## src/hw/chroni_ram.sv

```systemverilog
`timescale 1ns/1ps

module chroni_ram #(
   parameter  int depth = 256,
   parameter  int width = 8,
   localparam int aw    = $clog2(depth)
) (
   input  logic             sys_clk,
   input  logic             wr_en,
   input  logic [aw-1:0]    wr_addr,
   input  logic [width-1:0] wr_data,
   input  logic [aw-1:0]    rd_addr,
   output logic [width-1:0] rd_data
);

   logic [width-1:0] mem [depth];

   always_ff @(posedge sys_clk) begin
      if (wr_en) begin
         mem[wr_addr] <= wr_data;
      end
      rd_data <= mem[rd_addr];  // One cycle read latency.
   end

endmodule

```

## config.mk

```make
export PLATFORM = sky130hd
export DESIGN_NAME = chroni_ram
export DESIGN_NICKNAME = d
export VERILOG_FILES = /design/src/hw/chroni_ram.sv
export SDC_FILE = /design/constraint.sdc
export NUM_CORES = 2
export LEC_CHECK = 0
export ABC_AREA = 0
export BUFFER_PORTS_ARGS = -buffer_cell sky130_fd_sc_hd__buf_2
export CAP_MARGIN = 25
export CORE_UTILIZATION = 40
export CTS_CLUSTER_SIZE = 12
export DETAILED_ROUTE_END_ITERATION = 10
export GPL_ROUTABILITY_DRIVEN = 0
export GPL_TIMING_DRIVEN = 0
export PLACE_DENSITY = 0.53
export SLEW_MARGIN = 40
export SYNTH_ARGS = -nofsm -noshare
export SYNTH_HDL_FRONTEND = slang
export SYNTH_SLANG_ARGS = --single-unit
```

## constraint.sdc

```tcl
create_clock -name sys_clk -period 3.75 [get_ports sys_clk]
set_input_delay 1.125 -clock sys_clk [delete_from_list [all_inputs] [get_ports sys_clk]]
set_output_delay 1.125 -clock sys_clk [all_outputs]
set_load 0.005 [all_outputs]
```

[Word-level counts from Yosys, hierarchy flattened]
Memory sizes are Yosys's and may differ from the RTL's. A register that Yosys moved wholly into a read port is not among the register bits.
Cells that the tools add are included.
Storage, ports and cells
  flip-flop bits (word level): 0
  bits in writable memories: 2048
  input bits: 26
  output and inout bits: 8
  logic and storage cells: 3
  memories kept: 1
Cells by class
  mux-type cells: 2
Memory list
  mem: depth 256, width 8, read ports 1, clocked after Yosys merged registers in 1, wr ports 1, RTL line 16  | logic [width-1:0] mem [depth];
Operator list (count)
  $mux 1: 2

[Logic depth before layout (Yosys ltp)]
  word-level depth: 2
  gate-level depth with buffers: 11
  mapped depth without buffers: 6

[Least setup slack after synthesis]
Ideal clock, no wire load.
  path kind: input to register
  start: in rd_addr[0]
  end: reg rd_data[2], read port of mem
  library setup time: 0.131 ns
  data arrival time: 2.932 ns
  required time: 3.619 ns
  slack: 0.687 ns
  cell stages on the path: 9
  path buffers: 4
  cells stage by stage: buf_6 -> buf_12 -> buf_8 -> buf_2 -> mux4_2 -> a22oi_1 -> a21oi_1 -> nor4_1 -> nor4_2
RTL lines
  start: declaration: RTL line 12  | input logic [aw-1:0] rd_addr,
  end: declaration: RTL line 13  | output logic [width-1:0] rd_data

==> flow_metrics.tcl <==
set metrics [dict create \
    yosys_warnings 0 \
    r2r_end "rd_data[3]" \
    max_freq_mhz 258 \
    hp-start "wr_data[7]" \
    dr.pass1.iters 5 \
    nNetsFinal 4034 \
    n_fill_cell 16600 \
    fp.dieH_um 448 \
    grt_antenna_before_repair 21 \
    ff2ff_setup_slack_ns 1.03 \
    die_area_um2 201000 \
    crit_path_max_fanout 10 \
    first_iter_violations 5689 \
    clock-root-buffer "clkbuf_16" \
    powerDensity_nw_per_um2 527 \
    final_layout_size_suffix_gt1_frac 0.287 \
    tightest_slew_ns 0.938 \
    io_pins 34 \
    critPathMaxStageDelay_ns 0.70 \
    totalWireLength_um 254000 \
    final_cell_area_um2 91400 \
    fin_ws_ns -0.132 \
    route.detailed.drc 0 \
    clkTransAtPathRegs_ns 0.06 \
    violations "setup timing" \
    fin_crit_sh 1.04 \
    dpl_cell_area_um2 84600 \
    setup_viol 3 \
    path_delay_family "buffers and inverters" \
    yosysUniqueCellTypes 55 \
    ant_nets 0 \
    grt_overflow 0 \
    synth_ff_type "edfxtp_1" \
    grt_pass1_vias 40500 \
    status "finished, violations left" \
    areaGrowthSynthToFinish_pct 14.9 \
    cts_sinks 2056 \
    hpwl_um 173000 \
    critPathKind "input pin to flop" \
    portBuffers 26 \
    cts_buffers 212 \
    slew_viol_final 0 \
    ff_latch_area_um2 61700 \
    yosysSeqAreaShare 0.775 \
    setup_tns_ns -0.197 \
    detail_route.wl_per_cell_um 37.3 \
    synth_area_um2 79600 \
    die_x_um 448 \
    cpMostUsedCell "buf_2" \
    min_period_ns 3.88 \
    multi_input_area_um2 17300 \
    vias_per_cell 6.05 \
    syn_nets 3759 \
    hold_viol 0 \
    core_um2 197000 \
    syn_area_per_cell_um2 21.3 \
    critPathLaunchType "input pin" \
    finish.utilization 0.463 \
    synth-edff-count 2048 \
    max_slew_margin 0.375 \
    hold_depth 1 \
    ys_ff_latch 2056 \
    track_usage 0.254 \
    synth_top_area_frac 0.773 \
    yosysTopAreaCell "edfxtp_1" \
    place_inst 6434 \
    reg2reg_depth 6 \
    end_kind "flop" \
    core.rowCount 163 \
    cts.htree.levels 4 \
    critPathArrivalTime_ns 4.57 \
    rsz0062_at_grt "no" \
    synthArstFlopShare 0 \
    total_power_mw 48.2 \
    vias 41200 \
    grt_pass1_wl_um 344000 \
    fin_cells 6815 \
    worstPathRequired_ns 4.44 \
    initial_core_util 0.403 \
    path_cells "buf_2 > buf_4 > buf_2 > buf_2 > mux4_2 > a22oi_1 > a21oi_1 > nor4_1 > nor4_4" \
    tritoncts "yes" \
    clock_path_buffers 3 \
    power_leakage_nw 27.9 \
    syn_inst 3733 \
    min_to "mem[69][7]" \
    insertion_delay_ns 0.86 \
    grt_max_degree 96 \
    maxCapViolCount 0 \
    ir_drop_mv 0.468 \
    skew_ns 0.0177 \
    synth_area_leaders "edfxtp_1, mux4_2, mux2i_1" \
    cp.buffers_inverters 4 \
    crit_slowest_cell "nor4_1" \
    timing.rr.start "mem[82][3]" \
    hp-class "input pin to flop" \
]
[final cells by class]
cell class              instances  area share
multi-input cells            1442       0.190
clock buffers                 280      0.0613
flip-flops and latches       2056       0.675
plain buffers                 232      0.0177
repair buffers                 62      0.0117
diodes                          5    0.000137
inverters                       2   0.0000822
well taps                    2640      0.0361
clock inverters                96     0.00846
[what timing repair did]
| action | CTS | global route |
|---|---|---|
| endpoints found under the setup margin | 8 | 5 |
| hold buffers | 0 | 0 |
| pin swaps | 1 | 1 |
| buffers inserted | 1 | 0 |
| resized for setup | 43 | 11 |
[routing by layer]
metal	vias up	share of wire	GRT usage
met1	22500	0.41	0.356
met2	2040	0.46	0.389
met3	404	0.092	0.0598
met4	10	0.038	0.0920
li1	16300	-	-
met5	-	0.00028	0
[power breakdown]
part / switching (mW) / internal (mW)
registers: 0.0138 / 25.3
clock network: 8.92 / 11.0
logic: 2.00 / 0.916
[synthesized netlist by cell type (all sizes together) (6+ instances only)]
master and count:
nor2 282, nor4 27, nor2b 31, mux2i 134
edfxtp 2048, nand2b 8, o211ai 10, o22ai 28
a22oi 133, buf 122, a211oi 16, mux4 456
and2 6, nand2 33, nand3 34, clkbuf 111
nor3 22, a22o 8, nand4 10, dfxtp 8
o21ai 12, o221ai 47, a21oi 96, a221oi 14
[how the worst max path moves through the flow]
stage / from / to / cells past startpoint
2_1_floorplan: rd_addr[0] / rd_data[2] / 9
3_3_place_gp: rd_addr[2] / rd_data[4] / 9
3_5_place_dp: rd_addr[2] / rd_data[2] / 10
4_1_cts: rd_addr[1] / rd_data[5] / 9
5_1_grt: rd_addr[2] / rd_data[5] / 9
6_report: rd_addr[1] / rd_data[3] / 9
[metrics by stage]
stage	hold slack, ns	setup WS [ns]
after floorplan	0.770	0.687
after global placement	1.47	-2.88
after detailed placement	1.39	-1.72
after CTS	0.484	0.00390
after global routing	0.513	0.00209
final	0.531	-0.132
[state kept, by name, indices dropped and copies added (netlist names)]
name	cells
rd_data	8
mem	2048
[cell usage in the layout, fill, tap and decap left out, drive strengths merged, types with 10 or more instances in the layout]
master	n
edfxtp	2048
mux4	456
clkbuf	391
nor2	282
buf	183
mux2i	134
a22oi	133
a21oi	96
clkinv	80
o221ai	47
nand3	34
nand2	33
nor2b	31
o22ai	28
nor4	27
nor3	22
a211oi	16
a221oi	14
o21ai	12
nand4	10
o211ai	10
inv	10
[logic make-up after synthesis]
group	after synthesis	share of synthesized area
flops	2056	0.775
mux	591	0.146
simple gates	466	0.0263
compound gates	385	0.0342
buf+inv	235	0.0183
No activity file was read; power rests on OpenSTA's default activity.
