### src/hw/chroni_video_timing.sv
`timescale 1ns/1ps

module chroni_video_timing #(
   parameter  int cols    = 80,
   parameter  int rows    = 30,
   parameter  int h_blank = 160,
   parameter  int v_blank = 45,
   localparam int lnw     = $clog2(rows * 8),
   localparam int lb_aw   = $clog2(2 * cols * 8)
) (
   input  logic             sys_clk,
   input  logic             rst,
   output logic             line_start,
   output logic [lnw-1:0]   line_num,
   output logic [lb_aw-1:0] lb_rd_addr,
   output logic [7:0]       pal_rd_addr,
   input  logic [15:0]      pal_rd_data,
   input  logic [7:0]       lb_rd_index,
   output logic [4:0]       vga_r,
   output logic [5:0]       vga_g,
   output logic [4:0]       vga_b,
   output logic             vga_hs,
   output logic             vga_vs,
   output logic             vga_de
);

   localparam int h_vis   = cols * 8;
   localparam int h_total = h_vis + h_blank;
   localparam int v_vis   = rows * 8;
   localparam int v_total = v_vis + v_blank;
   localparam int hw      = $clog2(h_total);
   localparam int vw      = $clog2(v_total);

   logic [hw-1:0] h_cnt;
   logic [vw-1:0] v_cnt;
   logic          vis;
   logic          hs_now;
   logic          vs_now;
   logic [1:0]    de_pipe;
   logic [1:0]    hs_pipe;
   logic [1:0]    vs_pipe;

   // Starts on the last blank line so line 0 is built first.
   always_ff @(posedge sys_clk) begin
      if (rst) begin
         h_cnt <= '0;
         v_cnt <= vw'(v_total - 1);
      end else if (h_cnt == hw'(h_total - 1)) begin
         h_cnt <= '0;
         v_cnt <= (v_cnt == vw'(v_total - 1)) ? '0 : v_cnt + 1'b1;
      end else begin
         h_cnt <= h_cnt + 1'b1;
      end
   end

   assign vis    = (h_cnt < hw'(h_vis)) && (v_cnt < vw'(v_vis));
   assign hs_now = (h_cnt >= hw'(h_vis)) && (h_cnt < hw'(h_vis + 8));
   assign vs_now = (v_cnt == vw'(v_vis));

   // Request the next visible line one line ahead.
   assign line_start = (h_cnt == '0) &&
                       ((v_cnt == vw'(v_total - 1)) || (v_cnt < vw'(v_vis - 1)));
   assign line_num   = (v_cnt == vw'(v_total - 1)) ? '0 : lnw'(v_cnt + 1'b1);

   // Scan-out reads the half not being built.
   assign lb_rd_addr = (h_cnt >= hw'(h_vis)) ? '0 :
                       v_cnt[0] ? lb_aw'(h_vis) + lb_aw'(h_cnt) : lb_aw'(h_cnt);
   assign pal_rd_addr = lb_rd_index;

   always_ff @(posedge sys_clk) begin
      if (rst) begin
         de_pipe <= '0;
         hs_pipe <= '0;
         vs_pipe <= '0;
         vga_de  <= 1'b0;
         vga_hs  <= 1'b0;
         vga_vs  <= 1'b0;
         vga_r   <= '0;
         vga_g   <= '0;
         vga_b   <= '0;
      end else begin
         de_pipe <= {de_pipe[0], vis};
         hs_pipe <= {hs_pipe[0], hs_now};
         vs_pipe <= {vs_pipe[0], vs_now};
         vga_de  <= de_pipe[1];
         vga_hs  <= hs_pipe[1];
         vga_vs  <= vs_pipe[1];
         vga_r   <= de_pipe[1] ? pal_rd_data[15:11] : '0;
         vga_g   <= de_pipe[1] ? pal_rd_data[10:5]  : '0;
         vga_b   <= de_pipe[1] ? pal_rd_data[4:0]   : '0;
      end
   end

endmodule

### config.mk
export PLATFORM = sky130hd
export DESIGN_NAME = chroni_video_timing
export DESIGN_NICKNAME = d
export VERILOG_FILES = /design/src/hw/chroni_video_timing.sv
export SDC_FILE = /design/constraint.sdc
export NUM_CORES = 1
export LEC_CHECK = 0
export BUFFER_PORTS_ARGS = -buffer_cell sky130_fd_sc_hd__buf_2
export CORE_MARGIN = 2
export CORE_UTILIZATION = 52
export DETAILED_ROUTE_END_ITERATION = 7
export HOLD_SLACK_MARGIN = 0.03
export PLACE_DENSITY = 0.83
export SLEW_MARGIN = 20
export SYNTH_ARGS = -nofsm -noshare
export SYNTH_HDL_FRONTEND = slang
export SYNTH_SLANG_ARGS = --single-unit
### constraint.sdc
create_clock -name sys_clk -period 6 [get_ports sys_clk]
set_clock_uncertainty 0.15 [all_clocks]
set_input_delay 0.9 -clock sys_clk [delete_from_list [all_inputs] [get_ports sys_clk]]
set_output_delay 0.9 -clock sys_clk [all_outputs]
set_load 0.02 [all_outputs]
Yosys cells after proc, flatten, opt, wreduce, memory -nomap -nowiden --
Cells that the tools add are included.
Word-level totals: memory bits (writable) 0, input port bits 26, latch bits 0, bits in read-only memories 0, register bits 44, word-level logic and storage cells 34, memories 0, output and inout bits 47
Operators by class: multiply operators 0, equal/unequal tests 3, $lt $le $gt $ge 5, reductions and logical operators 7, bitwise logic cells 1, multiplexer cells 4, div/mod/pow operators 0, shifts and indexed selects 0, add/subtract/negate cells 3
Operator list (number):
- 11-bit two-way mux | 2
- 10-bit less-than comparator, second input constant | 2
- 9-bit by 8-bit less-than comparator with 1-bit output, second input constant | 2
- 10-bit by 10-bit adder with 11-bit output, first input constant | 1
- 10-bit by 1-bit adder with 10-bit output, second input constant | 1
- 10-bit equality test, second input constant | 1
- 10-bit >= comparator, second input constant | 1
- 10-bit zero test | 1
- 9-bit by 1-bit adder with 9-bit output, second input constant | 1
- 9-bit by 8-bit equality test with 1-bit output, second input constant | 1
- 9-bit equality test, second input constant | 1
- 9-bit two-way mux | 1
- 8-bit two-way mux | 1
- 2-bit OR reduction | 2
- 1-bit logical AND | 3
- 1-bit logical OR | 1
- 1-bit inverter | 1

Logic depth before layout (Yosys ltp) --
depth in word-level cells 3, depth in mapped cells 7, depth with buffers taken out 6

Least setup slack after synthesis --
Ideal clock, no wire load.
path type reg-to-output, from reg v_cnt[0], to out line_start, cell stages (with the launch flop) 6, path slack 2.823 ns, buffers on the path 1, arrival 2.127 ns, data required time 4.950 ns, path through dfxtp_1 > clkbuf_1 > inv_1 > ha_1 > nand4_1 > a2111oi_0
Between the ends: longest elaborated chain between the ends 3, elaborated cells on any way between the ends 4, classes of those cells order compare (1); eq/ne (1); reduce/logical (2)
RTL lines:
- from (decl) | RTL line 35 | logic [vw-1:0] v_cnt;
- from (signal assigned) | RTL line 47 | v_cnt <= vw'(v_total - 1);
- from (signal assigned) | RTL line 50 | v_cnt <= (v_cnt == vw'(v_total - 1)) ? '0 : v_cnt + 1'b1;
- 9-bit by 8-bit less-than comparator with 1-bit output / 9-bit equality test (equally long branches) | RTL line 62 | ((v_cnt == vw'(v_total - 1)) || (v_cnt < vw'(v_vis - 1)));
- 1-bit logical OR * | RTL line 62
- 1-bit logical AND * | RTL line 61 | assign line_start = (h_cnt == '0) &&
- to (decl) | RTL line 13 | output logic line_start,
Every way passes the cells marked *; elsewhere a longest branch is shown, timed or not.

Worst setup path after layout --
from reg h_cnt[6], to out lb_rd_addr[2]
Between the ends: longest elaborated chain between the ends 2
RTL lines:
- from (decl) | RTL line 34 | logic [hw-1:0] h_cnt;
- from (signal assigned) | RTL line 52 | h_cnt <= h_cnt + 1'b1;
- 10-bit >= comparator | RTL line 66 | assign lb_rd_addr = (h_cnt >= hw'(h_vis)) ? '0 :
- 11-bit two-way mux | RTL line 66
- to (decl) | RTL line 15 | output logic [lb_aw-1:0] lb_rd_addr,
No other way between the ends.

==> run_results.csv <==
group,metric,value,unit
logic_synthesis,synth_xor_area_frac,0.0614,
logic_synthesis,ys.flop_type,"dfxtp_1",
sta,relSlewSlack,0.477,
final_layout,syn2layout_area_growth,16.7,%
power,p_int,0.428,mW
power,power.share.combinational,0.039,
die,initial_core_util,0.541,
power,leakage,1.03,nW
die,die_h,66.0,um
sta,period_needed,3.31,ns
cts,clkSinkCount,44,
logic_synthesis,synth-edff-count,0,
place,numPortBuffers,56,
logic_synthesis,ys_seq_area_frac,0.441,
final_layout,layout-drive-gt1-share,0.274,
final_layout,final_area,2330,sq um
setup_path,critPathCaptureType,"output port",
sta,timing.final.ws_setup,2.69,ns
power,power_frac_seq,0.543,
sta,tightestPinTransition,0.782,ns
logic_synthesis,async_reset_ff_frac,0,
die,fp.dieW,66.0,um
final_layout,fin_cells,311,
die,dieArea,4350,sq um
setup_path,arrival,2.26,ns
cts,postCtsSetupBuffers,0,
sta,hold_viol,0,
die,io_pins,73,
cts,cts_tree,"yes",
status,status,"finished, final reports clean",
routing,dr.max_layer_used,"met4",
logic_synthesis,synth_compound_area_frac,0.112,
sta,rsz0062_at_grt,"false",
grt,grt_overflow,0,
cts,insertion_delay,0.30,ns
routing,wirelength,3960,um
final_layout,nets,294,
sta,setup_viol,0,
sta,tns,0,ns
sta,clock.fmax,0.302,GHz
cts,clockRootBuffer,"clkbuf_8",
grt,grt_pass1_wl,6330,um
place,dp_cells,303,
logic_synthesis,syn_inst,221,
grt,grt_pass1_vias,1439,
setup_path,cp-start-kind,"flop",
routing,drtIter0Drc,87,
routing,viasPerCell,5.31,
logic_synthesis,syn_area,2000,sq um
grt,grt_max_degree,25,
grt,grt_use_total,0.189,
logic_synthesis,syn_avg_cell_area,9.03,sq um
power,netSwitchingFraction,0.217,
worst_hold_path,min_path_type,"flop to flop",
routing,wl_met3,261,um
power,ir_worst_vdd,0.158,mV
power,power_frac_clock,0.418,
sta,hold_slack,0.298,ns
grt,antenna_found_initial,0,
place,pre_cts_slack,3.01,ns
routing,wl_per_cell,12.7,um
cts,cts_resized,0,
setup_path,worstPathRequired,4.95,ns
job,max_cap_viol_count,0,
cts,clk_pin_slew,0.09,ns
routing,vias,1651,
routing,met2_length,1960,um
cts,cts_hold_buf,0,
cts,cts_buffers,5,
die,core-area,3690,sq um
routing,met1Wirelength,1670,um
place,place_hpwl,2880,um
routing,dr.pass1.iters,4,
logic_synthesis,synth_mux_area_frac,0,
setup_path,path_class,"flop to output port",
setup_path,cp_max_fo,7,
power,power.switching,0.119,mW
die,rows,22,
cts,ctsLongestPathBuffers,2,
logic_synthesis,synth_simple_gate_area_frac,0.274,
place,dpl_cell_area,2210,sq um
sta,fin_crit_sh,0.552,
power,power.density,235,nW/um^2
logic_synthesis,synth_nets,253,
logic_synthesis,synth_top_family_by_area,"simple AND/OR/NAND/NOR gates",
cts,cts_max_level,2,
final_layout,n_antenna_cell,0,
place,gp_congestion,0.796,
routing,antenna_left,0,
logic_synthesis,ys_types,40,
routing,drc_errors,0,
logic_synthesis,yosys.area_share.adder,0.0376,
logic_synthesis,ys_ff_latch,44,
logic_synthesis,yosys_warnings,0,
sta,report.final.slew_viol_count,0,
-- state kept, by name, summed over array words and instances, names as in the netlist --
register  flops
vga_vs        1
v_cnt         9
vga_g         6
vs_pipe       2
vga_r         5
vga_de        1
vga_hs        1
h_cnt        10
de_pipe       2
vga_b         5
hs_pipe       2
-- logic make-up after synthesis --
family / Yosys count
compound gates: 28
fa+ha+maj: 6
flops: 44
xor+xnor: 14
simple gates: 100
buf+inv: 29
-- metrics by stage --
step | utilization | power (mW)
after floorplan | - | 0.323
final | 0.632 | 0.547
after CTS | 0.632 | 0.552
after global routing | 0.632 | 0.567
after detailed placement | 0.600 | 0.326
after global placement | 0.600 | 0.325
-- synthesized netlist by cell type (all sizes together) (3+ instances only) --
cell type | n | area [sq um]
xnor2 | 8 | 70.1
and2 | 22 | 143
clkbuf | 12 | 45.0
xor2 | 6 | 52.6
nand4 | 4 | 25.0
ha | 6 | 75.1
nor3 | 5 | 25.0
nand3 | 9 | 45.0
dfxtp | 44 | 881
nand2 | 13 | 51.3
a21oi | 7 | 35.0
nor2 | 22 | 82.6
or4 | 3 | 26.3
nor2b | 7 | 43.8
inv | 7 | 26.3
buf | 10 | 76.3
nand2b | 4 | 25.0
o21ai | 6 | 30.0
-- power by group through the flow --
stage | combinational (mW) | sequential [mW] | clock (mW)
6_report | 0.0215 | 0.297 | 0.229
5_1_grt | 0.0237 | 0.298 | 0.245
4_1_cts | 0.0219 | 0.297 | 0.233
3_5_place_dp | 0.0219 | 0.304 | 0
3_3_place_gp | 0.0209 | 0.304 | 0
2_1_floorplan | 0.0207 | 0.302 | 0
-- final timing paths --
path              cells past startpoint  slack (ns)                   from                    end
setup / recovery                      5        2.69    h_cnt[6]$_SDFF_PP0_          lb_rd_addr[2]
hold / removal                        1        0.30  hs_pipe[1]$_SDFF_PP0_      vga_hs$_SDFF_PP0_
setup reg to reg                      5        3.73    h_cnt[1]$_SDFF_PP0_  v_cnt[7]$_SDFFE_PP0N_
hold reg to reg                       1        0.30  hs_pipe[1]$_SDFF_PP0_      vga_hs$_SDFF_PP0_
-- critical path: stages, from the launching register on --
cell and delay, ns:
dfxtp_1 0.38, or4_4 0.59, o41ai_4 0.46, nand2_2 0.15
and2_2 0.22, buf_2 0.15
-- placed cells by master, fill, tap and decap left out, types with 4 or more instances in the layout --
cell       n
a21oi_1    7
nor3_1     5
inv_1      7
ha_1       6
and2_2     4
xor2_1     6
nand3_1    9
nor2b_1    7
buf_2     56
o21ai_0    6
clkbuf_8   5
nand4_1    4
xnor2_1    8
nor2_1    22
nand2_1   12
and2_1    18
dfxtp_1   44
nand2b_1   4
-- routing by layer --
layer / global-route usage / up-vias
met5: 0 / -
met4: 0.0791 / 0
met3: 0.0477 / 9
met2: 0.328 / 57
met1: 0.222 / 760
li1: - / 825
-- final cells by class --
class | instances | area [sq um]
Clock buffer | 5 | 68.8
Fill cell | 342 | 1360
Sequential cell | 44 | 881
Multi-Input combinational cell | 148 | 967
Clock inverter | 3 | 46.3
Inverter | 7 | 26.3
Timing Repair Buffer | 56 | 280
Tap cell | 48 | 60.1
Power figures use the tool's default switching activity.
