<file path="config.mk">
export PLATFORM = sky130hd
export DESIGN_NAME = chroni_regs
export DESIGN_NICKNAME = d
export VERILOG_FILES = /design/src/common/chroni_pkg.sv /design/src/hw/chroni_regs.sv
export SDC_FILE = /design/constraint.sdc
export NUM_CORES = 1
export LEC_CHECK = 0
export BUFFER_PORTS_ARGS = -buffer_cell sky130_fd_sc_hd__buf_2
export CAP_MARGIN = 30
export CORE_MARGIN = 2
export CORE_UTILIZATION = 50
export CTS_BUF_LIST = sky130_fd_sc_hd__clkbuf_4
export DETAILED_ROUTE_END_ITERATION = 16
export GPL_TIMING_DRIVEN = 0
export HOLD_SLACK_MARGIN = 0.06
export PLACE_DENSITY = 0.79
export SLEW_MARGIN = 20
export SYNTH_ARGS = -nofsm -noshare
export SYNTH_HDL_FRONTEND = slang
export SYNTH_SLANG_ARGS = --single-unit
export TNS_END_PERCENT = 10
</file>
<file path="constraint.sdc">
create_clock -name sys_clk -period 4.7 [get_ports sys_clk]
set_clock_uncertainty 0.2 [all_clocks]
set_input_delay 0.94 -clock sys_clk [delete_from_list [all_inputs] [get_ports sys_clk]]
set_output_delay 0.94 -clock sys_clk [all_outputs]
set_load 0.01 [all_outputs]
</file>
<file path="src/common/chroni_pkg.sv">
package chroni_pkg;

   // CPU register window, 16 addresses from reg_base.
   localparam logic [15:0] reg_base      = 16'h9000;
   localparam logic [3:0]  reg_pal_index = 4'd4;
   localparam logic [3:0]  reg_pal_value = 4'd5;  // Low byte, then high byte.
   localparam logic [3:0]  reg_fg        = 4'd6;
   localparam logic [3:0]  reg_bg        = 4'd7;

   localparam int vram_aw = 13;  // 8 KB video RAM.
   localparam int pal_aw  = 8;
   localparam int pal_dw  = 16;  // RGB565.

   // Font glyphs are 8 bytes each, one per font row.
   localparam logic [vram_aw-1:0] font_base = 13'h1000;

   typedef enum logic [1:0] {
      pal_idle,
      pal_lo,
      pal_hi,
      pal_commit
   } pal_state_t;

   typedef enum logic [2:0] {
      fd_idle,
      fd_text_read,
      fd_font_read,
      fd_font_fetch,
      fd_font_wait,
      fd_font_write,
      fd_font_done
   } fd_state_t;

endpackage

</file>
<file path="src/hw/chroni_regs.sv">
`timescale 1ns/1ps

module chroni_regs (
   input  logic                            sys_clk,
   input  logic                            rst,
   input  logic [15:0]                     cpu_addr,
   input  logic [7:0]                      cpu_wr_data,
   input  logic                            cpu_wr_en,
   output logic                            pal_wr_en,
   output logic [chroni_pkg::pal_aw-1:0]   pal_wr_addr,
   output logic [chroni_pkg::pal_dw-1:0]   pal_wr_data,
   output logic                            vram_wr_en,
   output logic [chroni_pkg::vram_aw-1:0]  vram_wr_addr,
   output logic [7:0]                      vram_wr_data,
   output logic [7:0]                      fg_index,
   output logic [7:0]                      bg_index
);

   chroni_pkg::pal_state_t            pal_state;
   logic [chroni_pkg::pal_aw-1:0]     pal_index;
   logic [chroni_pkg::pal_dw-1:0]     pal_value;
   logic                              reg_cs;

   assign reg_cs = cpu_wr_en && (cpu_addr[15:4] == chroni_pkg::reg_base[15:4]);

   // Lower half of the address space maps straight onto VRAM.
   assign vram_wr_en   = cpu_wr_en && !cpu_addr[15];
   assign vram_wr_addr = cpu_addr[chroni_pkg::vram_aw-1:0];
   assign vram_wr_data = cpu_wr_data;

   always_ff @(posedge sys_clk) begin
      if (rst) begin
         pal_state <= chroni_pkg::pal_idle;
         pal_wr_en <= 1'b0;
         fg_index  <= 8'd1;
         bg_index  <= 8'd0;
      end else begin
         pal_wr_en <= 1'b0;
         if (reg_cs) begin
            case (cpu_addr[3:0])
               chroni_pkg::reg_pal_index: begin
                  pal_index <= cpu_wr_data;
                  pal_state <= chroni_pkg::pal_lo;
               end
               chroni_pkg::reg_pal_value: begin
                  if (pal_state == chroni_pkg::pal_lo) begin
                     pal_value[7:0] <= cpu_wr_data;
                     pal_state      <= chroni_pkg::pal_hi;
                  end else if (pal_state == chroni_pkg::pal_hi) begin
                     pal_value[15:8] <= cpu_wr_data;
                     pal_state       <= chroni_pkg::pal_commit;
                  end
               end
               chroni_pkg::reg_fg: fg_index <= cpu_wr_data;
               chroni_pkg::reg_bg: bg_index <= cpu_wr_data;
               default: ;
            endcase
         end else if (pal_state == chroni_pkg::pal_commit) begin
            pal_wr_en   <= 1'b1;
            pal_wr_addr <= pal_index;
            pal_wr_data <= pal_value;
            pal_index   <= pal_index + 1'b1;  // Ready for the next entry.
            pal_state   <= chroni_pkg::pal_lo;
         end
      end
   end

endmodule

</file>
Word-level counts from Yosys, hierarchy flattened --
Index checks and enable logic that the tools add are counted.
Operators by class: add/sub/neg operators 1, equal/unequal tests 11, multiplexer cells 9, bitwise operators 3, reduce and logical (&&, ||, !) cells 12
Operator list (number):
- 8-bit two-way mux | 3
- 4-bit by 3-bit == test with 1-bit output (second input constant) | 4
- 12-bit == test (second input constant) | 1
- 3-bit AND reduction | 3
- 8-bit by 1-bit adder with 8-bit output (second input constant) | 1
- 2-bit two-way mux | 4
- 5-bit AND reduction | 1
- 2-bit == test (second input constant) | 2
- 4-bit inequality test (second input constant) | 1
- 2-bit case mux with 2 select lines | 1
- 2-bit AND reduction | 2
- 4-bit AND reduction | 1
- 3-bit by 1-bit inequality test with 1-bit output (second input constant) | 1
- 1-bit NOT | 3
- 2-bit by 1-bit == test with 1-bit output (second input constant) | 1
- 1-bit logical AND | 2
- 2-bit by 1-bit inequality test with 1-bit output (second input constant) | 1
- 2-bit nonzero test | 1
- 2-bit OR reduction | 1
- 1-bit zero test | 1
- 1-bit two-way mux | 1
Storage, ports and cells: flip-flop bits (word level) 67, output and inout bits 63, word-level logic and storage cells 45

Longest topological paths before layout --
word-level depth 5, mapped depth 6, mapped depth without buffers 5

Least setup slack after synthesis --
OpenSTA, ideal clock, no wires.
path type in2reg, start point in cpu_addr[11], end point reg pal_value[0] in the netlist's numbering (enable), library setup time 380 ps, arrival time 2268 ps, path slack 1852 ps, cell stages on the path 5, cell sequence nor4b_4 -> and3_1 -> buf_6 -> nand3_2 -> nor4_2
On the way: word-level cells in the longest chain between the ends 3
Ends and longest elaborated chain:
- from (decl) | RTL line chroni_regs.sv:6 | input logic [15:0] cpu_addr,
- 12-bit == test | RTL line chroni_regs.sv:24 | assign reg_cs = cpu_wr_en && (cpu_addr[15:4] == chroni_pkg::reg_base[15:4]);
- 1-bit logical AND | RTL line chroni_regs.sv:24
- 4-bit AND reduction (no line)
- to (decl) | RTL line chroni_regs.sv:21 | logic [chroni_pkg::pal_dw-1:0] pal_value;
No other way between the ends. A chain may end at the register's enable or synchronous reset.

Worst setup path after layout --
start point in cpu_addr[11], end point reg pal_value[1] in the netlist's numbering (enable)
Same word-level chain as after synthesis.

==> impl_results.md <==
* Number of pins with negative max-slew slack in the final report at 0
* Asr flop ratio synth at 0
* Class of the worst hold path: reg -> reg
* Via count of the first global-routing pass at 1746
* Worst skew pair latency at 0.40 ns
* Post_cts resized at 0
* Most heavily used metal layer in global routing: met2
* Netlist area before placement at 2800 sq um
* Met2 Resource Use GR at 0.289
* CP arrival at 2.64 ns
* Slew of the pin with the lowest slew margin at 0.504 ns
* Startpoint types: input port
* Largest buffer count on any clock path at 2
* Area share of the leading cell type in the synthesized netlist at 0.515
* Total GRT Usage at 0.183
* Number of hold-slack violations in the final timing report at 0
* Power per Cell Area at 287 nW/um^2
* Clock slew at reported path FFs at 0.11 ns
* DRC at 0
* Number of buffers inserted during clock tree synthesis at 9
* Status: complete, no violations
* Starting Density at 0.512
* Number of fillers in the final layout at 458
* Largest net degree at the start of global routing at 20
* Top cells by count, synth: 48 x sky130_fd_sc_hd__edfxtp_1, 23 x sky130_fd_sc_hd__a21oi_1, 23 x sky130_fd_sc_hd__buf_4
* Post-layout instance area at 3470 sq um
* Min Clock Period, post-route at 2.74 ns
* Leakage dissipation at 1.37 nW
* Overall overflow remaining after global route at 0
* Die Ht at 78.9 microns
* Placer's final routability congestion estimate at 0.769
* Total detailed-routing wirelength at 5460 microns
* Post-layout net count at 338
* Diodes inserted at 0
* Clock Sink Count at 67
* Number of storage elements in the synthesis netlist at 67
* Setup repair after global routing missed its margin: no
* First-pass GRT wire length at 8410 microns
* Area enclosed by the die boundary at 6220 sq um
* Number of synthesized flops with an enable pin at 48
* Site Rows at 27
* Layout overhead on the synthesized area at 23.9%
* Relative slew slack at 0.664
* Max H-tree Level at 3
* Crit-path max FO at 7
* Iteration count of the initial detailed-routing pass at 4
* Number of buffers inserted to repair setup after CTS at 0
* Routed vias at 1980
* Number of port buffers at 89
* Ranking of synthesized cells by area: sky130_fd_sc_hd__edfxtp_1 51%, sky130_fd_sc_hd__dfxtp_1 14%, sky130_fd_sc_hd__buf_4 6.2%
* Number of maximum-capacitance constraint violations at 0
* M3 GR Usage at 0.0466
* Dominant cell by count in the synthesized netlist: sky130_fd_sc_hd__edfxtp_1
* IO Count at 90
* Type of the worst setup path: in -> reg
* Core area at 5470 sq um
* CTS tree: yes
* Post-detailed-route count of antenna-violating nets at 0
* Routed vias/inst at 5.12
* Worst EP required at 4.60 ns
* Main flop type after synthesis: sky130_fd_sc_hd__edfxtp_1
* Die boundary width at 78.9 microns
* Average instance area after synthesis at 13.5 sq um
* Antenna violations before repair at 0
* Placed standard-cell area at 3360 sq um
* Unique cell type count in the Yosys netlist at 38
* Post-route clock period utilization at 0.582
* Sequential area share after synthesis at 0.650
* Post-DP HPWL at 4050 microns
* Fraction of final layout cells with drive strength greater than 1 at 0.470
* Yosys warns at 0
* Crit path capture type: flip-flop
* Starting DRT DRC Count at 167
* CTS Root Cell: sky130_fd_sc_hd__clkbuf_4
* Total negative slack at 0 ns
* Hold-fix buffers, CTS at 0
* Met1 routing resource usage after global routing at 0.238
* Largest vdd supply drop at 0.000125 V
* Highest clock frequency the design can meet at 0.366 GHz
* Final setup violation count at 0
* Most area-hungry cell type in the Yosys netlist: sky130_fd_sc_hd__edfxtp_1
* Syn nets at 235
* Cell count after synthesis at 207
* Wire length per cell at 14.1 microns
==> critical path: stages <==
cell	delay, ns
sky130_fd_sc_hd__buf_2	0.12
sky130_fd_sc_hd__nor4b_4	0.33
sky130_fd_sc_hd__and3_1	0.22
sky130_fd_sc_hd__buf_6	0.14
sky130_fd_sc_hd__nand3_2	0.12
sky130_fd_sc_hd__nor4_2	0.46
sky130_fd_sc_hd__buf_2	0.31
==> logic make-up after synthesis <==
family	synth area share
compound gates	0.0853
xor+xnor	0.0188
fa+ha+maj	0.00447
buf+inv	0.0871
flops	0.650
mux	0.00402
simple gates	0.150
==> worst paths after layout <==
check | slack (ns) | to | startpoint | cells after the start
worst max register to register | 2.82 | pal_value[1]$_DFFE_PP_ | pal_state[0]$_SDFFE_PP0P_ | 3
worst min-delay path | 0.22 | pal_wr_data[5]$_DFFE_PP_ | pal_value[5]$_DFFE_PP_ | 0
worst min register to register | 0.22 | pal_wr_data[5]$_DFFE_PP_ | pal_value[5]$_DFFE_PP_ | 0
worst max-delay path | 1.96 | pal_value[1]$_DFFE_PP_ | cpu_addr[11] | 7
==> placed cells by master, fill, tap and decap left out, types with 2 or more instances in the layout <==
cell / instances
sky130_fd_sc_hd__buf_4: 23
sky130_fd_sc_hd__and4b_1: 2
sky130_fd_sc_hd__nand2_1: 4
sky130_fd_sc_hd__clkbuf_1: 4
sky130_fd_sc_hd__nor4b_4: 2
sky130_fd_sc_hd__a21oi_1: 23
sky130_fd_sc_hd__nand3_2: 2
sky130_fd_sc_hd__clkbuf_4: 9
sky130_fd_sc_hd__and3_1: 2
sky130_fd_sc_hd__nand4b_1: 7
sky130_fd_sc_hd__clkinv_2: 3
sky130_fd_sc_hd__xnor2_1: 4
sky130_fd_sc_hd__a211oi_2: 2
sky130_fd_sc_hd__edfxtp_1: 48
sky130_fd_sc_hd__nor2b_1: 3
sky130_fd_sc_hd__nand4_1: 10
sky130_fd_sc_hd__buf_6: 3
sky130_fd_sc_hd__o21ai_0: 15
sky130_fd_sc_hd__buf_2: 93
sky130_fd_sc_hd__nor4_2: 2
sky130_fd_sc_hd__nor2_1: 9
sky130_fd_sc_hd__dfxtp_1: 19
sky130_fd_sc_hd__nand3_1: 4
sky130_fd_sc_hd__xor2_1: 2
==> state kept, by name, summed over array words and instances, names as in the netlist <==
signal       count
pal_value       16
pal_wr_data     16
bg_index         8
fg_index         8
pal_index        8
pal_wr_addr      8
pal_state        2
pal_wr_en        1
==> layout make-up <==
class                      count  area (sq um)  area share
buffer                        32           240      0.0692
inverter                       1          3.75     0.00108
clock inverter                 7          43.8      0.0126
sequential                    67          1820       0.525
clock buffer                   9          67.6      0.0195
timing repair buffer          92           467       0.135
tap                           72          90.1      0.0260
multi-input combinational    107           736       0.212
==> power breakdown <==
group | internal, W | switching, W
Clock | 0.000107 | 0.000200
Combinational | 0.0000304 | 0.0000323
Sequential | 0.000626 | 0.00000000141
==> metal layers <==
layer	vias up	routed length [microns]
li1	967	-
met1	919	2410
met2	87	2620
met3	7	368
met4	0	63
met5	-	0
==> metrics by stage <==
step | cells | setup WS [ns] | hold slack (ns) | total power, W | utilization
after floorplan | 207 | 1.85 | 0.200 | 0.000670 | -
after global placement | 368 | 1.29 | 0.202 | 0.000702 | 0.610
after detailed placement | 371 | 1.55 | 0.205 | 0.000703 | 0.614
after CTS | 387 | 1.98 | 0.218 | 0.00100 | 0.634
after global routing | 387 | 1.87 | 0.223 | 0.00103 | 0.634
final | 387 | 1.96 | 0.221 | 0.000996 | 0.634
Note: power is estimated with default switching activity, not from simulation.
