[config.mk]
export PLATFORM = sky130hd
export DESIGN_NAME = chroni_char_gen_flat
export DESIGN_NICKNAME = d
export VERILOG_FILES = /design/src/common/chroni_pkg.sv /design/src/common/line_write_if.sv /design/src/hw/chroni_ram.sv /design/src/char_gen/chroni_char_gen.sv /design/src/flat_wrapper.sv
export SDC_FILE = /design/constraint.sdc
export NUM_CORES = 1
export LEC_CHECK = 0
export ABC_CLOCK_PERIOD_IN_PS = 5110
export BUFFER_PORTS_ARGS = -buffer_cell sky130_fd_sc_hd__buf_4
export CAP_MARGIN = 10
export CORE_MARGIN = 8
export CORE_UTILIZATION = 55
export DETAILED_ROUTE_END_ITERATION = 12
export PLACE_DENSITY = 0.72
export SLEW_MARGIN = 0
export SYNTH_ARGS = -nofsm -noshare
export SYNTH_HDL_FRONTEND = slang
export SYNTH_SLANG_ARGS = --single-unit
[constraint.sdc]
create_clock -name sys_clk -period 5.11 [get_ports sys_clk]
set_input_delay 0.2555 -clock sys_clk [delete_from_list [all_inputs] [get_ports sys_clk]]
set_output_delay 0.2555 -clock sys_clk [all_outputs]
set_load 0.02 [all_outputs]
[src/common/chroni_pkg.sv]
package chroni_pkg;

   // CPU register window, 16 addresses from reg_base.
   localparam logic [15:0] reg_base      = 16'h9000;
   localparam logic [3:0]  reg_pal_index = 4'd4;
   localparam logic [3:0]  reg_pal_value = 4'd5;  // Low byte, then high byte.
   localparam logic [3:0]  reg_fg        = 4'd6;
   localparam logic [3:0]  reg_bg        = 4'd7;

   localparam int vram_aw = 13;  // 8 KB video RAM.
   localparam int pal_aw  = 8;
   localparam int pal_dw  = 16;  // RGB565.

   // Font glyphs are 8 bytes each, one per font row.
   localparam logic [vram_aw-1:0] font_base = 13'h1000;

   typedef enum logic [1:0] {
      pal_idle,
      pal_lo,
      pal_hi,
      pal_commit
   } pal_state_t;

   typedef enum logic [2:0] {
      fd_idle,
      fd_text_read,
      fd_font_read,
      fd_font_fetch,
      fd_font_wait,
      fd_font_write,
      fd_font_done
   } fd_state_t;

endpackage

[src/common/line_write_if.sv]
`timescale 1ns/1ps

interface line_write_if #(
   parameter int cols = 80
);

   localparam int aw = $clog2(2 * cols * 8);  // Two line halves.

   logic          wr_en;
   logic [aw-1:0] wr_addr;    // First pixel of the byte.
   logic [7:0]    wr_bits;
   logic [7:0]    on_index;
   logic [7:0]    off_index;
   logic          busy;       // High while the byte is expanded.

   modport gen (
      output wr_en, wr_addr, wr_bits, on_index, off_index,
      input  busy
   );

   modport buffer (
      input  wr_en, wr_addr, wr_bits, on_index, off_index,
      output busy
   );

endinterface

[src/hw/chroni_ram.sv]
`timescale 1ns/1ps

module chroni_ram #(
   parameter  int depth = 256,
   parameter  int width = 8,
   localparam int aw    = $clog2(depth)
) (
   input  logic             sys_clk,
   input  logic             wr_en,
   input  logic [aw-1:0]    wr_addr,
   input  logic [width-1:0] wr_data,
   input  logic [aw-1:0]    rd_addr,
   output logic [width-1:0] rd_data
);

   logic [width-1:0] mem [depth];

   always_ff @(posedge sys_clk) begin
      if (wr_en) begin
         mem[wr_addr] <= wr_data;
      end
      rd_data <= mem[rd_addr];  // One cycle read latency.
   end

endmodule

[src/char_gen/chroni_char_gen.sv]
`timescale 1ns/1ps

module chroni_char_gen #(
   parameter  int cols = 80,
   parameter  int rows = 30,
   localparam int lnw  = $clog2(rows * 8)
) (
   input  logic                           sys_clk,
   input  logic                           rst,
   input  logic                           line_start,
   input  logic [lnw-1:0]                 line_num,
   input  logic [7:0]                     fg_index,
   input  logic [7:0]                     bg_index,
   output logic [chroni_pkg::vram_aw-1:0] vram_rd_addr,
   input  logic [7:0]                     vram_rd_data,
   line_write_if.gen                      lw
);

   localparam int vaw   = chroni_pkg::vram_aw;
   localparam int tw    = $clog2(cols);
   localparam int lb_aw = $clog2(2 * cols * 8);
   localparam logic [tw-1:0] last_idx = tw'(cols - 1);

   chroni_pkg::fd_state_t state;
   logic                  mem_wait;
   logic [tw-1:0]         text_idx;
   logic [2:0]            font_row;
   logic [lb_aw-1:0]      pix_addr;
   logic [vaw-1:0]        text_base;

   logic                  tb_wr_en;
   logic [tw-1:0]         tb_wr_addr;
   logic [7:0]            tb_wr_data;
   logic [tw-1:0]         tb_rd_addr;
   logic [7:0]            tb_rd_data;

   // Start of the character row in VRAM.
   assign text_base = vaw'((line_num >> 3) * cols);

   chroni_ram #(
      .depth (cols),
      .width (8)
   ) text_buffer (
      .sys_clk (sys_clk),
      .wr_en   (tb_wr_en),
      .wr_addr (tb_wr_addr),
      .wr_data (tb_wr_data),
      .rd_addr (tb_rd_addr),
      .rd_data (tb_rd_data)
   );

   always_ff @(posedge sys_clk) begin
      if (rst) begin
         state    <= chroni_pkg::fd_idle;
         mem_wait <= 1'b0;
         tb_wr_en <= 1'b0;
         lw.wr_en <= 1'b0;
      end else begin
         tb_wr_en <= 1'b0;
         lw.wr_en <= 1'b0;
         case (state)
            chroni_pkg::fd_idle: begin
               if (line_start) begin
                  font_row   <= line_num[2:0];
                  pix_addr   <= line_num[0] ? lb_aw'(cols * 8) : '0;
                  text_idx   <= '0;
                  tb_rd_addr <= '0;
                  mem_wait   <= 1'b1;
                  if (line_num[2:0] == 3'd0) begin
                     vram_rd_addr <= text_base;
                     state        <= chroni_pkg::fd_text_read;
                  end else begin
                     state <= chroni_pkg::fd_font_read;
                  end
               end
            end
            chroni_pkg::fd_text_read: begin
               // Addresses stream one per cycle, data trails by two.
               vram_rd_addr <= vram_rd_addr + 1'b1;
               if (mem_wait) begin
                  mem_wait <= 1'b0;
               end else begin
                  tb_wr_en   <= 1'b1;
                  tb_wr_addr <= text_idx;
                  tb_wr_data <= vram_rd_data;
                  if (text_idx == last_idx) begin
                     text_idx <= '0;
                     mem_wait <= 1'b1;
                     state    <= chroni_pkg::fd_font_read;
                  end else begin
                     text_idx <= text_idx + 1'b1;
                  end
               end
            end
            chroni_pkg::fd_font_read: begin
               if (mem_wait) begin
                  mem_wait <= 1'b0;
               end else begin
                  state <= chroni_pkg::fd_font_fetch;
               end
            end
            chroni_pkg::fd_font_fetch: begin
               vram_rd_addr <= chroni_pkg::font_base + vaw'({tb_rd_data, font_row});
               if (text_idx != last_idx) begin
                  tb_rd_addr <= text_idx + 1'b1;  // Next code in advance.
               end
               mem_wait <= 1'b1;
               state    <= chroni_pkg::fd_font_wait;
            end
            chroni_pkg::fd_font_wait: begin
               if (mem_wait) begin
                  mem_wait <= 1'b0;
               end else begin
                  lw.wr_bits <= vram_rd_data;
                  state      <= chroni_pkg::fd_font_write;
               end
            end
            chroni_pkg::fd_font_write: begin
               if (!lw.busy) begin
                  lw.wr_en     <= 1'b1;
                  lw.wr_addr   <= pix_addr;
                  lw.on_index  <= fg_index;
                  lw.off_index <= bg_index;
                  state        <= chroni_pkg::fd_font_done;
               end
            end
            chroni_pkg::fd_font_done: begin
               if (text_idx == last_idx) begin
                  state <= chroni_pkg::fd_idle;
               end else begin
                  text_idx <= text_idx + 1'b1;
                  pix_addr <= pix_addr + lb_aw'(8);
                  state    <= chroni_pkg::fd_font_read;
               end
            end
            default: state <= chroni_pkg::fd_idle;
         endcase
      end
   end

   // A new line must not be requested before the last one is built.
   line_start_idle: assert property (@(posedge sys_clk) disable iff (rst)
      line_start |-> state == chroni_pkg::fd_idle);

endmodule

[src/flat_wrapper.sv]
// flat-port wrapper written by rule: the top's interface ports become plain ports
module chroni_char_gen_flat 
#(
   parameter  int cols = 80,
   parameter  int rows = 30,
   localparam int lnw  = $clog2(rows * 8)
)
  (sys_clk, rst, line_start, line_num, fg_index, bg_index, vram_rd_addr, vram_rd_data, lw_wr_en, lw_wr_addr, lw_wr_bits, lw_on_index, lw_off_index, lw_busy);
  line_write_if #(.cols(cols)) lw_i ();
  input  logic sys_clk;
  input  logic rst;
  input  logic line_start;
  input  logic [lnw-1:0] line_num;
  input  logic [7:0] fg_index;
  input  logic [7:0] bg_index;
  output logic [chroni_pkg::vram_aw-1:0] vram_rd_addr;
  input  logic [7:0] vram_rd_data;
  output wire logic [$bits(lw_i.wr_en)-1:0] lw_wr_en;
  output wire logic [$bits(lw_i.wr_addr)-1:0] lw_wr_addr;
  output wire logic [$bits(lw_i.wr_bits)-1:0] lw_wr_bits;
  output wire logic [$bits(lw_i.on_index)-1:0] lw_on_index;
  output wire logic [$bits(lw_i.off_index)-1:0] lw_off_index;
  input wire logic [$bits(lw_i.busy)-1:0] lw_busy;
  assign lw_wr_en = lw_i.wr_en;
  assign lw_wr_addr = lw_i.wr_addr;
  assign lw_wr_bits = lw_i.wr_bits;
  assign lw_on_index = lw_i.on_index;
  assign lw_off_index = lw_i.off_index;
  assign lw_i.busy = lw_busy;
  chroni_char_gen #(.cols(cols), .rows(rows)) u_core (.sys_clk(sys_clk), .rst(rst), .line_start(line_start), .line_num(line_num), .fg_index(fg_index), .bg_index(bg_index), .vram_rd_addr(vram_rd_addr), .vram_rd_data(vram_rd_data), .lw(lw_i));
endmodule
After elaboration in Yosys (flattened, before gate mapping):

Memory sizes are Yosys's and may differ from the RTL's. A register that Yosys moved wholly into a read port is not among the register bits.
Index checks and enable logic that the tools add are counted.

* flip-flop bits (word level): 97
* bits in latches: 0
* memory bits (writable): 640
* bits in read-only memories: 0
* input bits: 36
* output and inout bits: 49
* word-level logic and storage cells: 94
* memories: 1

Memory list
* u_core.text_buffer.mem: words 80, width 8, rd ports 1, clocked after Yosys merged registers in 1, wr ports 1, RTL line chroni_ram.sv:16 `logic [width-1:0] mem [depth];`

* $add $sub $neg: 4
* multipliers: 1
* divide/modulo/power cells: 0
* magnitude comparators: 0
* eq/ne operators: 17
* shift-type cells: 0
* multiplexer cells: 31
* bitwise logic cells: 5
* reductions and logical operators: 20

Operator list (count)
* one-hot mux 13 bit (3 select lines): 1
* two-way mux 7 bit: 5
* two-way mux 13 bit: 2
* two-way mux 11 bit: 2
* one-hot mux 11 bit (2 select lines): 1
* one-hot mux 3 bit (7 select lines): 1
* one-hot mux 7 bit (3 select lines): 1
* two-way mux 3 bit: 6
* one-hot mux 7 bit (2 select lines): 1
* adder 13 x 1 -> 13 bit (second input constant): 1
* adder 13 x 11 -> 13 bit (first input constant): 1
* != test 2 bit (second input constant): 6
* AND reduction 3 bit: 4
* AND reduction 4 bit: 3
* adder 11 x 4 -> 11 bit (second input constant): 1
* two-way mux 10 bit: 1
* equality test 3 bit (second input constant): 3
* multiplier 5 x 3 -> 8 bit (second input constant): 1
* adder 7 x 1 -> 7 bit (second input constant): 1
* equality test 7 bit (second input constant): 1
* two-way mux 1 bit: 7
* != test 7 bit (second input constant): 1
* equality test 3 x 2 -> 1 bit (second input constant): 2
* zero test 3 bit: 2
* 12 further kinds: 23

Longest topological paths before layout:

* word-level depth: 4
* mapped depth: 9

Modules after synthesis:

Synthesis repeated with hierarchy kept, for this count alone.

* cells, all modules: 1410
* area total of the unflattened synthesis: 28837.7 um^2

Modules (own cells, without submodules)
* chroni_ram: times used 1, cells an instance 1112, area an instance 24902.6 um^2, seq. area each 19378.6 um^2
* chroni_char_gen: times used 1, cells an instance 298, area an instance 3935.0 um^2, seq. area each 2672.6 um^2

Least setup slack after synthesis:

OpenSTA, ideal clock, no wires.

* path kind: reg-to-reg
* start point: register u_core.state[2]
* end point: register u_core.lw.off_index[0], enable pin
* setup time: 475 ps
* arrival: 3578 ps
* required time: 4635 ps
* slack: 1057 ps
* cell stages (with the launch flop): 5
* buffers on the path: 2
* path through: dfxtp_1 > clkbuf_1 > buf_1 > nand2b_1 > nor4b_1

* longest elaborated chain between the ends: 2

Ends and longest elaborated chain
* start, declared: RTL line chroni_char_gen.sv:24 `chroni_pkg::fd_state_t state;`
* start signal, assigned: RTL line chroni_char_gen.sv:54 `state <= chroni_pkg::fd_idle;`
* start signal, assigned: RTL line chroni_char_gen.sv:71 `state <= chroni_pkg::fd_text_read;`
* start signal, assigned: RTL line chroni_char_gen.sv:73 `state <= chroni_pkg::fd_font_read;`
* equality test 3 bit: RTL line chroni_char_gen.sv:61 `case (state)`
* AND reduction 3 bit (no source line)
* end signal, assigned: RTL line chroni_char_gen.sv:123 `lw.off_index <= bg_index;`
* end, declared: RTL line line_write_if.sv:17 `output wr_en, wr_addr, wr_bits, on_index, off_index,`

Every way passes these cells.
A chain may end at the register's enable or synchronous reset.

==> results.md <==
- Status: finished clean
- CTS tree: done
- Vias: 14316
- Clock Skew: 24.50 ps
- Diodes inserted: 0
- RR Startpoint: u_core.tb_rd_addr[0]
- Met2 Usage GRT: 32.41%
- M3 GR Usage: 4.043%
- R2R depth: 5
- Vias in the first global route: 14369
- Initial DRC Count: 1451
- Critical Path, Cell by Cell: buf_4 > mux4_2 > mux4_2 > a22oi_1 > nand2_1
- CP max stage cell: edfxtp_1
- Power Density: 433.5 mW/mm2
- Row Count: 84
- First-pass GRT wire length: 92570 um
- WP depth: 5
- PostCTS Resize Cnt: 0
- Worst path required time: 5590 ps
- Crit path time final: 2861 ps
- # fillers: 3470
- DRC Markers: 0
- Slowest stage delay, CP: 660 ps
- Synth area leaders: edfxtp_1 76%, mux4_2 13%, nor2_1 1.5%, mux2i_1 1.4%, a22oi_1 1.3%
- Static leakage: 10.55 nW
- TritonCTS buffer count: 72
- Setup TNS: 0 ps
- Final hold vios: 0
- Worst skew pair latency: 600 ps
- Die area: 0.05999 mm2
- Worst-path fanout max: 29
- Fin cells: 2291
- Post-synth EDFFs: 725
- Nets: 1594
- Clk slew on worst S/H paths: 60 ps
- Synth warn: 0
- P&R area growth vs syn: 14.18%
- CTS Buffer Depth: 3
- H-Tree Depth: 3
- Max Clock Freq: 349.5 MHz
- Final setup viols: 0
- GP Congestion: 0.7962
- RR Endpoint: u_core.text_buffer.rd_data[6]
- Most used routing layer: met2
- Avg Cell Area, Syn: 20.50 um2
- Clk root buf: clkbuf_16
- Yosys reg bits: 739
- Initial antenna violation count: 1
- Die Ht: 244.9 um
- Final Max Tran Viols: 0
- Post-synth ARST share: 0%
- Post-DRT Antenna Nets: 0
- Total power: 14.27 mW
- Netlist cell types: 48
- IO Pins: 85
- Gr usage total: 20.70%
- Post-place setup slack: 2266 ps
- Mapped Area: 0.02883 mm2
- Port Buffers: 81
- Worst VDD drop: 0.0002896 V
- Final WL: 62320 um
- Critical Path End: u_core.text_buffer.rd_data[6]
- Final worst slack: 2249 ps
- HPWL Detailed: 37110 um
- Period utilization: 55.99%
- CP Launch Point: u_core.tb_rd_addr[0]
- Max-Cap Viols: 0
- Most frequent cells after synthesis: 725 x edfxtp_1, 164 x mux4_2, 117 x nor2_1, 49 x a22oi_1, 45 x nand2_1
- Hold_ws: 45.57 ps
- CTS Hold Bufs: 31
- CP delay by family, top: multiplexers
- Met1 Use GR: 29.05%
- Buf/Inv on CP: 1
- Leading area contributor after synthesis: edfxtp_1
- Worst Hold Class: in2reg
- Worst R2R Setup Slack: 2250 ps
- CP Class: reg2reg
- Critical Path End Type: flop
- RSZ-0062 raised after global routing: false
- Worst-margin pin slew: 1127 ps
- Arrival time worst endpoint: 3340 ps
- Pre-Repair DR Iteration Count: 5
- Wire per inst: 27.20 um
- Share of cells above drive strength 1: 24.08%
- Clk sinks: 739
- CP most frequent cell: mux4_2
- Placed Cells: 2131
- Ys flop type: edfxtp_1
- Final global-route overflow total: 0
- Sequential fraction of the synthesis area: 76.50%
- Startpoint types: flop
- Starting Density: 55.18%
- Largest net degree at the start of global routing: 93
- Die W: 244.9 um
- Max_slew headroom: 24.30%
- Top-count cell post-synth: edfxtp_1
- Via/cell ratio: 6.249
- Synth top area share: 75.53%
- Core box area: 0.05224 mm2
- Post-Syn Instances: 1406
- Setup Buffers After CTS: 0
==> worst register-to-register path, stage by stage, from the launching register on <==
cell and delay (ps):
edfxtp_1 660, buf_4 600, mux4_2 630, mux4_2 580, a22oi_1 180, nand2_1 90
==> where the power goes <==
part | total [mW] | internal (mW) | switching (mW)
Clock | 5.37 | 3.19 | 2.17
Combinational | 1.80 | 0.763 | 1.04
Sequential | 7.10 | 6.88 | 0.224
Total | 14.3 | 10.8 | 3.43
==> kinds of logic after synthesis <==
logic type | Yosys count | synth area share (%)
fa+ha+maj | 10 | 0.4601
mux | 208 | 14.57
buf+inv | 76 | 1.367
simple gates | 255 | 4.128
compound gates | 93 | 2.235
xor+xnor | 24 | 0.7293
other cells | 1 | 0.01301
flops | 739 | 76.50
==> state kept, by name, summed over array words and instances (netlist names) <==
signal	count
u_core.tb_wr_en	1
u_core.pix_addr	8
u_core.text_idx	7
u_core.tb_rd_addr	7
u_core.lw.wr_bits	8
u_core.lw.wr_en	1
u_core.text_buffer.rd_data	8
u_core.font_row	3
u_core.lw.off_index	8
u_core.mem_wait	1
u_core.tb_wr_data	8
u_core.state	3
u_core.vram_rd_addr	13
u_core.lw.on_index	8
u_core.text_buffer.mem	640
u_core.tb_wr_addr	7
u_core.lw.wr_addr	8
==> final cells by class <==
class,count,area (um2),share of cell area [%]
Sequential cell,739,22050,67.00
Tap cell,688,860.8,2.615
Inverter,4,15.01,0.04562
Clock buffer,96,2026,6.155
Timing Repair Buffer,138,1184,3.596
Clock inverter,33,371.6,1.129
Multi-Input combinational cell,593,6405,19.46
==> stage by stage <==
| step | cell area, um2 | util, % |
|---|---|---|
| final | 32910 | 63.01 |
| after global routing | 32910 | 63.01 |
| after CTS | 32910 | 63.01 |
| after detailed placement | 30210 | 57.83 |
| after global placement | 30180 | 57.77 |
| after floorplan | 28830 | - |
==> worst min path at each step <==
stage                     depth (start not counted)  slack [ps]        start                       to
after floorplan                                   1         330      lw_busy          u_core.lw.wr_en
after global placement                            1         430  fg_index[7]    u_core.lw.on_index[7]
after detailed placement                          1         430  fg_index[3]    u_core.lw.on_index[3]
after CTS                                         3          20  line_num[7]  u_core.vram_rd_addr[11]
after global routing                              3          60  line_num[7]  u_core.vram_rd_addr[11]
final                                             3          50  line_num[7]  u_core.vram_rd_addr[11]
==> cell usage in the layout, fill, tap and decap left out, drive strengths merged, types with 11 or more instances in the layout <==
cell,instances
buf,107
xor2,15
a22oi,49
nor2,117
nor2b,11
nor3,18
a21oi,17
nand3,16
clkinv,22
dlygate4sd3,31
nand4,13
clkbuf,96
mux2i,40
mux4,168
edfxtp,725
nand2,45
dfxtp,14
==> layer usage <==
metal | vias to the layer above | wire length (um) | part of all wire (%)
li1 | 6094 | - | -
met5 | - | 11 | 0.018
met2 | 617 | 30580 | 49
met4 | 2 | 1820 | 2.9
met1 | 7500 | 25360 | 41
met3 | 103 | 4545 | 7.3
(Power assumes the default switching activity.)
